File: src/rtl/xr_mem_params.svh
`ifndef XR_MEM_PARAMS_SVH
`define XR_MEM_PARAMS_SVH

// ~~~~~~~~~~~~~~~~~~~~~~~~~~~~~~
// word and address geometry
// ~~~~~~~~~~~~~~~~~~~~~~~~~~~~~~
`define XR_WIDTH      16
`define XR_NUMVBNK    4
`define XR_BITVBNK    2
`define XR_NUMVROW    16
`define XR_BITVROW    4
`define XR_BITADDR    (`XR_BITVBNK + `XR_BITVROW)

// ~~~~~~~~~~~~~~~~~~~~~~~~~~~~~~
// ram timing and count
// ~~~~~~~~~~~~~~~~~~~~~~~~~~~~~~
`define XR_SRAM_DELAY 2
`define XR_NUMRAM     (`XR_NUMVBNK + 1)   // data banks + parity bank

`endif

File: src/rtl/xr_mem_pkg.sv
`default_nettype none

`include "xr_mem_params.svh"

package xr_mem_pkg;

  // ~~~~~~~~~~~~~~~~~~~~~~~~~~~~~~
  // datapath types
  // ~~~~~~~~~~~~~~~~~~~~~~~~~~~~~~
  typedef logic [`XR_WIDTH-1:0]   word_t;
  typedef logic [`XR_BITADDR-1:0] addr_t;    // {row, bank}
  typedef logic [`XR_BITVROW-1:0] row_t;
  typedef logic [`XR_BITVBNK-1:0] bank_t;
  typedef logic [`XR_NUMRAM-1:0]  ram_sel_t; // msb is parity bank

  // ~~~~~~~~~~~~~~~~~~~~~~~~~~~~~~
  // controller states
  // ~~~~~~~~~~~~~~~~~~~~~~~~~~~~~~
  typedef enum logic [1:0] {
    ST_INIT,       // zero sweep after reset
    ST_IDLE,
    ST_RMW_WAIT,   // old word and parity in flight
    ST_RMW_UPDATE  // write word and parity
  } ctrl_state_e;

endpackage

`default_nettype wire

File: src/rtl/bank_ram.sv
`timescale 1ns/1ps
`default_nettype none

`include "xr_mem_params.svh"

module bank_ram (
  input  wire logic              clk,
  input  wire logic              rd,
  input  wire xr_mem_pkg::row_t  rd_row,
  input  wire logic              wr,
  input  wire xr_mem_pkg::row_t  wr_row,
  input  wire xr_mem_pkg::word_t wr_data,
  output xr_mem_pkg::word_t      rd_data
);
  import xr_mem_pkg::*;

  word_t mem [`XR_NUMVROW];
  word_t rd_pipe [`XR_SRAM_DELAY];

  // array write
  always_ff @(posedge clk) begin
    if (wr) begin
      mem[wr_row] <= wr_data;
    end
  end

  // read sampled before the same-edge write lands
  always_ff @(posedge clk) begin
    if (rd) begin
      rd_pipe[0] <= mem[rd_row];
    end
    for (int i = 1; i < `XR_SRAM_DELAY; i++) begin
      rd_pipe[i] <= rd_pipe[i-1];  // latency stages
    end
  end

  assign rd_data = rd_pipe[`XR_SRAM_DELAY-1];

endmodule

`default_nettype wire

File: src/rtl/xr_ctrl.sv
`timescale 1ns/1ps
`default_nettype none

`include "xr_mem_params.svh"

module xr_ctrl (
  input  wire logic              clk,
  input  wire logic              reset,
  input  wire logic              write,
  input  wire xr_mem_pkg::addr_t wr_adr,
  input  wire xr_mem_pkg::word_t din,
  input  wire logic [1:0]        read,
  input  wire xr_mem_pkg::addr_t rd_adr [2],
  input  wire xr_mem_pkg::word_t ram_dout [`XR_NUMRAM],
  output logic                   ready,
  output xr_mem_pkg::ram_sel_t   ram_rd,
  output xr_mem_pkg::row_t       ram_rd_row [`XR_NUMRAM],
  output xr_mem_pkg::ram_sel_t   ram_wr,
  output xr_mem_pkg::row_t       ram_wr_row,
  output xr_mem_pkg::word_t      ram_wr_data [`XR_NUMRAM],
  output logic [1:0]             issue_vld,
  output logic                   issue_conflict,
  output xr_mem_pkg::bank_t      issue_bank0,
  output xr_mem_pkg::bank_t      issue_bank1
);
  import xr_mem_pkg::*;

  localparam int PAR = `XR_NUMVBNK;  // parity ram index

  ctrl_state_e state;
  row_t        init_row;
  bank_t       wr_bank_q;
  row_t        wr_row_q;
  word_t       din_q;

  bank_t       wr_bank;
  row_t        wr_row;
  bank_t       rd_bank [2];
  row_t        rd_row [2];
  logic        conflict;
  word_t       new_parity;

  // low bits pick the bank, high bits the row
  assign wr_bank    = wr_adr[`XR_BITVBNK-1:0];
  assign wr_row     = wr_adr[`XR_BITADDR-1:`XR_BITVBNK];
  assign rd_bank[0] = rd_adr[0][`XR_BITVBNK-1:0];
  assign rd_row[0]  = rd_adr[0][`XR_BITADDR-1:`XR_BITVBNK];
  assign rd_bank[1] = rd_adr[1][`XR_BITVBNK-1:0];
  assign rd_row[1]  = rd_adr[1][`XR_BITADDR-1:`XR_BITVBNK];

  assign ready    = (state == ST_IDLE);
  assign conflict = read[0] && read[1] && (rd_bank[0] == rd_bank[1]);

  // ~~~~~~~~~~~~~~~~~~~~~~~~~~~~~~
  // state machine
  // ~~~~~~~~~~~~~~~~~~~~~~~~~~~~~~
  always_ff @(posedge clk) begin
    if (reset) begin
      state    <= ST_INIT;
      init_row <= '0;
    end else begin
      case (state)
        ST_INIT: begin
          init_row <= init_row + 1'b1;
          if (init_row == row_t'(`XR_NUMVROW - 1)) begin
            state <= ST_IDLE;  // sweep done
          end
        end
        ST_IDLE: begin
          if (write) begin
            state <= ST_RMW_WAIT;
          end
        end
        ST_RMW_WAIT:   state <= ST_RMW_UPDATE;
        ST_RMW_UPDATE: state <= ST_IDLE;
        default:       state <= ST_INIT;
      endcase
    end
  end

  // held write command
  always_ff @(posedge clk) begin
    if (ready && write) begin
      wr_bank_q <= wr_bank;
      wr_row_q  <= wr_row;
      din_q     <= din;
    end
  end

  // ~~~~~~~~~~~~~~~~~~~~~~~~~~~~~~
  // read port steering
  // ~~~~~~~~~~~~~~~~~~~~~~~~~~~~~~
  always_comb begin
    ram_rd = '0;
    for (int i = 0; i < `XR_NUMRAM; i++) begin
      ram_rd_row[i] = rd_row[0];
    end
    if (ready && write) begin
      ram_rd[wr_bank]     = 1'b1;  // old word
      ram_rd[PAR]         = 1'b1;  // old parity
      ram_rd_row[wr_bank] = wr_row;
      ram_rd_row[PAR]     = wr_row;
    end else if (ready) begin
      if (read[1]) begin
        ram_rd[rd_bank[1]]     = 1'b1;
        ram_rd_row[rd_bank[1]] = rd_row[1];
      end
      if (conflict) begin
        // read 1 rebuilt from every other bank plus parity
        for (int i = 0; i < `XR_NUMRAM; i++) begin
          if (i != int'(rd_bank[0])) begin
            ram_rd[i]     = 1'b1;
            ram_rd_row[i] = rd_row[1];
          end
        end
      end
      if (read[0]) begin
        ram_rd[rd_bank[0]]     = 1'b1;  // read 0 always owns its bank
        ram_rd_row[rd_bank[0]] = rd_row[0];
      end
    end
  end

  assign issue_vld      = ready ? read : 2'b00;
  assign issue_conflict = ready && conflict;
  assign issue_bank0    = rd_bank[0];
  assign issue_bank1    = rd_bank[1];

  // ~~~~~~~~~~~~~~~~~~~~~~~~~~~~~~
  // write side
  // ~~~~~~~~~~~~~~~~~~~~~~~~~~~~~~
  assign new_parity = ram_dout[PAR] ^ ram_dout[wr_bank_q] ^ din_q;

  always_comb begin
    ram_wr     = '0;
    ram_wr_row = init_row;
    for (int i = 0; i < `XR_NUMRAM; i++) begin
      ram_wr_data[i] = '0;  // zeros for the sweep
    end
    if (state == ST_INIT) begin
      ram_wr = '1;
    end else if (state == ST_RMW_UPDATE) begin
      ram_wr[wr_bank_q]      = 1'b1;
      ram_wr[PAR]            = 1'b1;
      ram_wr_row             = wr_row_q;
      ram_wr_data[wr_bank_q] = din_q;
      ram_wr_data[PAR]       = new_parity;
    end
  end

  a_no_cmd_busy: assert property (@(posedge clk) disable iff (reset)
    !ready |-> !write && (read == 2'b00));

  a_no_wr_with_rd: assert property (@(posedge clk) disable iff (reset)
    !(write && (|read)));

  a_wr_in_update: assert property (@(posedge clk) disable iff (reset)
    (|ram_wr) |-> (state == ST_INIT) || (state == ST_RMW_UPDATE));

endmodule

`default_nettype wire

File: src/rtl/xr_read_merge.sv
`timescale 1ns/1ps
`default_nettype none

`include "xr_mem_params.svh"

module xr_read_merge (
  input  wire logic              clk,
  input  wire logic              reset,
  input  wire logic [1:0]        issue_vld,
  input  wire logic              issue_conflict,
  input  wire xr_mem_pkg::bank_t issue_bank0,
  input  wire xr_mem_pkg::bank_t issue_bank1,
  input  wire xr_mem_pkg::word_t ram_dout [`XR_NUMRAM],
  output logic [1:0]             rd_vld,
  output xr_mem_pkg::word_t      rd_dout [2]
);
  import xr_mem_pkg::*;

  localparam int LAST = `XR_SRAM_DELAY - 1;

  logic [1:0] vld_pipe [`XR_SRAM_DELAY];
  logic       conf_pipe [`XR_SRAM_DELAY];
  bank_t      bank0_pipe [`XR_SRAM_DELAY];
  bank_t      bank1_pipe [`XR_SRAM_DELAY];
  word_t      rebuild;

  // ~~~~~~~~~~~~~~~~~~~~~~~~~~~~~~
  // tag pipeline as deep as ram latency
  // ~~~~~~~~~~~~~~~~~~~~~~~~~~~~~~
  always_ff @(posedge clk) begin
    if (reset) begin
      for (int i = 0; i < `XR_SRAM_DELAY; i++) begin
        vld_pipe[i]  <= 2'b00;
        conf_pipe[i] <= 1'b0;
      end
    end else begin
      vld_pipe[0]  <= issue_vld;
      conf_pipe[0] <= issue_conflict;
      for (int i = 1; i < `XR_SRAM_DELAY; i++) begin
        vld_pipe[i]  <= vld_pipe[i-1];
        conf_pipe[i] <= conf_pipe[i-1];
      end
    end
  end

  always_ff @(posedge clk) begin
    bank0_pipe[0] <= issue_bank0;
    bank1_pipe[0] <= issue_bank1;
    for (int i = 1; i < `XR_SRAM_DELAY; i++) begin
      bank0_pipe[i] <= bank0_pipe[i-1];
      bank1_pipe[i] <= bank1_pipe[i-1];
    end
  end

  // xor of parity and every bank but bank0
  always_comb begin
    rebuild = '0;
    for (int i = 0; i < `XR_NUMRAM; i++) begin
      if (i != int'(bank0_pipe[LAST])) begin
        rebuild = rebuild ^ ram_dout[i];
      end
    end
  end

  always_ff @(posedge clk) begin
    if (reset) begin
      rd_vld <= 2'b00;
    end else begin
      rd_vld <= vld_pipe[LAST];
    end
  end

  always_ff @(posedge clk) begin
    rd_dout[0] <= ram_dout[bank0_pipe[LAST]];
    rd_dout[1] <= conf_pipe[LAST] ? rebuild : ram_dout[bank1_pipe[LAST]];
  end

  // conflict tag always carries both reads
  a_conflict_pair: assert property (@(posedge clk) disable iff (reset)
    issue_conflict |-> (issue_vld == 2'b11));

endmodule

`default_nettype wire

File: src/rtl/xr_mem_top.sv
`timescale 1ns/1ps
`default_nettype none

`include "xr_mem_params.svh"

module xr_mem_top (
  input  wire logic              clk,
  input  wire logic              reset,
  input  wire logic              write,
  input  wire xr_mem_pkg::addr_t wr_adr,
  input  wire xr_mem_pkg::word_t din,
  input  wire logic [1:0]        read,
  input  wire xr_mem_pkg::addr_t rd_adr [2],
  output logic                   ready,
  output logic [1:0]             rd_vld,
  output xr_mem_pkg::word_t      rd_dout [2]
);
  import xr_mem_pkg::*;

  ram_sel_t   ram_rd;
  row_t       ram_rd_row [`XR_NUMRAM];
  ram_sel_t   ram_wr;
  row_t       ram_wr_row;
  word_t      ram_wr_data [`XR_NUMRAM];
  word_t      ram_dout [`XR_NUMRAM];
  logic [1:0] issue_vld;
  logic       issue_conflict;
  bank_t      issue_bank0;
  bank_t      issue_bank1;

  xr_ctrl ctrl0 (
    .clk            (clk),
    .reset          (reset),
    .write          (write),
    .wr_adr         (wr_adr),
    .din            (din),
    .read           (read),
    .rd_adr         (rd_adr),
    .ram_dout       (ram_dout),
    .ready          (ready),
    .ram_rd         (ram_rd),
    .ram_rd_row     (ram_rd_row),
    .ram_wr         (ram_wr),
    .ram_wr_row     (ram_wr_row),
    .ram_wr_data    (ram_wr_data),
    .issue_vld      (issue_vld),
    .issue_conflict (issue_conflict),
    .issue_bank0    (issue_bank0),
    .issue_bank1    (issue_bank1)
  );

  // last index is the parity bank
  for (genvar i = 0; i < `XR_NUMRAM; i++) begin : bank_loop
    bank_ram ram (
      .clk     (clk),
      .rd      (ram_rd[i]),
      .rd_row  (ram_rd_row[i]),
      .wr      (ram_wr[i]),
      .wr_row  (ram_wr_row),
      .wr_data (ram_wr_data[i]),
      .rd_data (ram_dout[i])
    );
  end

  xr_read_merge merge0 (
    .clk            (clk),
    .reset          (reset),
    .issue_vld      (issue_vld),
    .issue_conflict (issue_conflict),
    .issue_bank0    (issue_bank0),
    .issue_bank1    (issue_bank1),
    .ram_dout       (ram_dout),
    .rd_vld         (rd_vld),
    .rd_dout        (rd_dout)
  );

endmodule

`default_nettype wire

File: config.mk
export PLATFORM = sky130hd
export DESIGN_NAME = xr_mem_top
export DESIGN_NICKNAME = d
export VERILOG_FILES = /design/src/rtl/xr_mem_pkg.sv /design/src/rtl/bank_ram.sv /design/src/rtl/xr_ctrl.sv /design/src/rtl/xr_read_merge.sv /design/src/rtl/xr_mem_top.sv
export VERILOG_INCLUDE_DIRS = /design/src /design/src/rtl
export SDC_FILE = /design/constraint.sdc
export NUM_CORES = 2
export LEC_CHECK = 0
export ABC_AREA = 0
export ABC_CLOCK_PERIOD_IN_PS = 5100
export BUFFER_PORTS_ARGS = -buffer_cell sky130_fd_sc_hd__buf_2
export CAP_MARGIN = 10
export CORE_AREA = 2 2 396 241
export CTS_BUF_LIST = sky130_fd_sc_hd__clkbuf_4 sky130_fd_sc_hd__clkbuf_8 sky130_fd_sc_hd__clkbuf_16
export DETAILED_ROUTE_END_ITERATION = 12
export DIE_AREA = 0 0 398 243
export PLACE_DENSITY = 0.79
export SETUP_SLACK_MARGIN = 0.02
export SLEW_MARGIN = 5
export SYNTH_ARGS = -nofsm -noshare
export SYNTH_HDL_FRONTEND = slang
export SYNTH_SLANG_ARGS = --single-unit
export TNS_END_PERCENT = 30
File: constraint.sdc
create_clock -name clk -period 5.1 [get_ports clk]
set_input_delay 1.02 -clock clk [delete_from_list [all_inputs] [get_ports clk]]
set_output_delay 1.02 -clock clk [all_outputs]
set_load 0.01 [all_outputs]
==> reports/qor.txt <==
Crit path arrival time -> 4660 ps
via/cell ratio -> 6.714
share of flip-flops with an asynchronous set or reset after synthesis -> 0
RSZ-0062 raised after global routing -> false
drt initial violations -> 5145
tightest slew margin relative to the limit -> 0.1666
distinct cell type count after synthesis -> 74
setup TNS -> 0 ps
count of nets left with antenna violations after detail routing -> 0
# resized after CTS -> 0
Data required, critical path -> 5590 ps
overall power consumption -> 30330 uW
Clock Tree Root -> sky130_fd_sc_hd__clkbuf_16
commonest cells after routing, fill and taps aside -> sky130_fd_sc_hd__edfxtp_1 (1382), sky130_fd_sc_hd__nand2_1 (499), sky130_fd_sc_hd__mux2i_1 (467)
total leakage power -> 0.02321 uW
type of the worst setup path -> reg2reg
TritonCTS buffer count -> 132
synthesized netlist net count -> 3853
power density normalized to cell area -> 450.6 nW/um2
multi-input logic area -> 15350 um2
Setup Skew -> 30.14 ps
core area -> 93070 um2
die area -> 96710 um2
postcts setup bufs -> 0
pin count of the biggest net entering global routing -> 70
Port Buffer Count -> 73
I/O pin count -> 74
post-placement cell area -> 62910 um2
initial standard-cell utilization of the core -> 0.6468
number of buffers on the longest clock path -> 3
via count of the first global-routing pass -> 33830
fill cell total of the finished layout -> 5526
top cells by area, synth -> sky130_fd_sc_hd__edfxtp_1 (69%), sky130_fd_sc_hd__mux2i_1 (7.8%), sky130_fd_sc_hd__dfxtp_1 (4.5%), sky130_fd_sc_hd__nand2_1 (3.1%), sky130_fd_sc_hd__a32oi_1 (2.2%)
std cell rows -> 87
Detailed Place HPWL -> 94.76 mm
run status -> complete, no violations
total number of yosys warnings -> 0
vias post-DR -> 35810
predominant post-synthesis flop cell -> sky130_fd_sc_hd__edfxtp_1
H-tree lvl count -> 4
post-detailed-route DRC marker count -> 0
Worst-Margin Slew -> 1249 ps
Final WS setup -> 934.1 ps
residual overflow from global routing -> 0
number of antenna violations at the first check in global routing -> 16
post-synthesis instance total -> 3809
fmax -> 240.0 MHz
sequential cell area -> 44180 um2
minimum hold slack -> 335.6 ps
number of hold violations in the final report -> 0
clk_lat worst skew -> 760 ps
post-route fraction of the period consumed by the critical path -> 0.8168
Net count, final -> 4015
maximum fanout along the worst path -> 46
post-detailed-route wirelength per cell -> 29.92 um
number of max-capacitance violations reported -> 0
Die H -> 243 um
TritonCTS clock tree -> done
hold buffers post-CTS -> 0
maximum resistive drop on vdd -> 0.0003873 V
Setup WS pre-CTS -> 610.2 ps
max-slew violations -> 0
number of synthesized register bits -> 1516
GR Util All Layers -> 0.3328
fraction of synthesized cell area taken by the top area cell type -> 0.6894
most area-hungry cell type in the Yosys netlist -> sky130_fd_sc_hd__edfxtp_1
routability cong. -> 0.9411
drt pass-1 iters -> 6
Critical Path End Type -> register
minimum clock period -> 4166 ps
post-synthesis instance area -> 60200 um2
die span in x -> 398 um
area growth from synthesis to layout -> 11.82%
endpoints failing setup -> 0
Finished Cell Area -> 67310 um2
Clk pin slew, worst setup/hold paths -> 70 ps
type of the most critical hold path -> reg2reg
kind of launch point of the worst setup path -> register
wire length of the first global-routing pass -> 230.5 mm
most common cell after layout, fill and taps aside -> sky130_fd_sc_hd__edfxtp_1
layout cells sized above 1 -> 0.1629
per-instance average area after synthesis -> 15.80 um2
part of the Yosys area used for sequential elements -> 0.7340
Sinks on Clock Net -> 1516
number of enable-type register cells in the synthesized netlist -> 1382
aggregate routed wire length -> 159.5 mm
==> cell type report <==
cell class	count	area share
inverter	12	0.0006692
timing repair buffer	240	0.02628
antenna	10	0.0003718
clock buffer	173	0.05591
multi-input combinational	2069	0.2281
sequential	1516	0.6564
clock inverter	67	0.009108
tap	1246	0.02316
==> cells in the mapped netlist, types with 9 or more instances <==
library cell,count
sky130_fd_sc_hd__buf_1,23
sky130_fd_sc_hd__or4_1,16
sky130_fd_sc_hd__nand2_1,499
sky130_fd_sc_hd__edfxtp_1,1382
sky130_fd_sc_hd__mux4_2,48
sky130_fd_sc_hd__and4_1,48
sky130_fd_sc_hd__buf_6,9
sky130_fd_sc_hd__a211o_1,17
sky130_fd_sc_hd__and3_1,35
sky130_fd_sc_hd__o311ai_0,16
sky130_fd_sc_hd__nor2b_1,10
sky130_fd_sc_hd__a22oi_1,64
sky130_fd_sc_hd__nor2_1,195
sky130_fd_sc_hd__mux2i_1,467
sky130_fd_sc_hd__xnor2_1,63
sky130_fd_sc_hd__nand2b_1,28
sky130_fd_sc_hd__o21ai_0,30
sky130_fd_sc_hd__mux2_2,25
sky130_fd_sc_hd__o22ai_1,73
sky130_fd_sc_hd__nand3_1,51
sky130_fd_sc_hd__clkbuf_2,10
sky130_fd_sc_hd__inv_1,12
sky130_fd_sc_hd__xor2_1,45
sky130_fd_sc_hd__a21oi_1,54
sky130_fd_sc_hd__a32oi_1,148
sky130_fd_sc_hd__nor3_1,9
sky130_fd_sc_hd__buf_2,60
sky130_fd_sc_hd__clkbuf_1,102
sky130_fd_sc_hd__nand3b_1,10
sky130_fd_sc_hd__dfxtp_1,134
sky130_fd_sc_hd__o31a_1,11
==> final timing paths <==
kind              slack [ps]                                     start  cells past startpoint                                        to
setup / recovery         930               ctrl0.state[1]$_SDFFE_PP0P_                     12  bank_loop[1].ram.rd_pipe[0][3]$_DFFE_PP_
hold / removal           340  bank_loop[4].ram.rd_pipe[0][1]$_DFFE_PP_                      0   bank_loop[4].ram.rd_pipe[0][17]$_DFF_P_
setup reg to reg         930               ctrl0.state[1]$_SDFFE_PP0P_                     12  bank_loop[1].ram.rd_pipe[0][3]$_DFFE_PP_
hold reg to reg          340  bank_loop[4].ram.rd_pipe[0][1]$_DFFE_PP_                      0   bank_loop[4].ram.rd_pipe[0][17]$_DFF_P_
==> where the power goes <==
| group | internal [uW] | switching (uW) |
|---|---|---|
| clock | 5660 | 4460 |
| combinational | 1480 | 3380 |
| sequential | 14900 | 467 |
==> through the flow <==
step             util  cells
5_1_grt        0.7230   5324
2_1_floorplan       -   3809
4_1_cts        0.7230   5323
3_5_place_dp   0.6759   5083
3_3_place_gp   0.6759   5083
6_report       0.7232   5333
==> metal layers <==
metal  vias to the layer above  track usage  routed length [um]
met5                         -            0                  66
met2                      2601       0.4584               67740
met1                     17680       0.4877               60310
met4                         8       0.1352                6160
met3                       392       0.1152               25270
li1                      15130            -                   -
==> logic make-up after synthesis <==
group,after synthesis,share of synthesized area
xor+xnor,108,0.01571
compound gates,471,0.05913
buf+inv,224,0.01704
mux,540,0.1003
simple gates,945,0.07281
flops,1516,0.7340
fa+ha+maj,5,0.001039
==> registers in the layout, summed over array words and instances, names as in the netlist <==
name / flops
bank_loop.ram.mem: 1280
merge0.rd_dout: 32
ctrl0.din_q: 16
merge0.vld_pipe: 4
merge0.rd_vld: 2
ctrl0.wr_bank_q: 2
ctrl0.wr_row_q: 4
ctrl0.state: 2
merge0.conf_pipe: 2
merge0.bank0_pipe: 4
merge0.bank1_pipe: 4
ctrl0.init_row: 4
bank_loop.ram.rd_pipe: 160
==> worst max-delay path, stage by stage, from the launching register on <==
cell and delay, ps:
sky130_fd_sc_hd__dfxtp_1 320, sky130_fd_sc_hd__inv_1 140, sky130_fd_sc_hd__ha_1 450, sky130_fd_sc_hd__nand2_1 290, sky130_fd_sc_hd__inv_1 130, sky130_fd_sc_hd__buf_4 510, sky130_fd_sc_hd__nand3b_1 250, sky130_fd_sc_hd__nor2_1 300
sky130_fd_sc_hd__a221o_4 510, sky130_fd_sc_hd__buf_12 320, sky130_fd_sc_hd__mux2i_1 310, sky130_fd_sc_hd__a32oi_1 80, sky130_fd_sc_hd__and4_1 220
(Power assumes the default switching activity.)
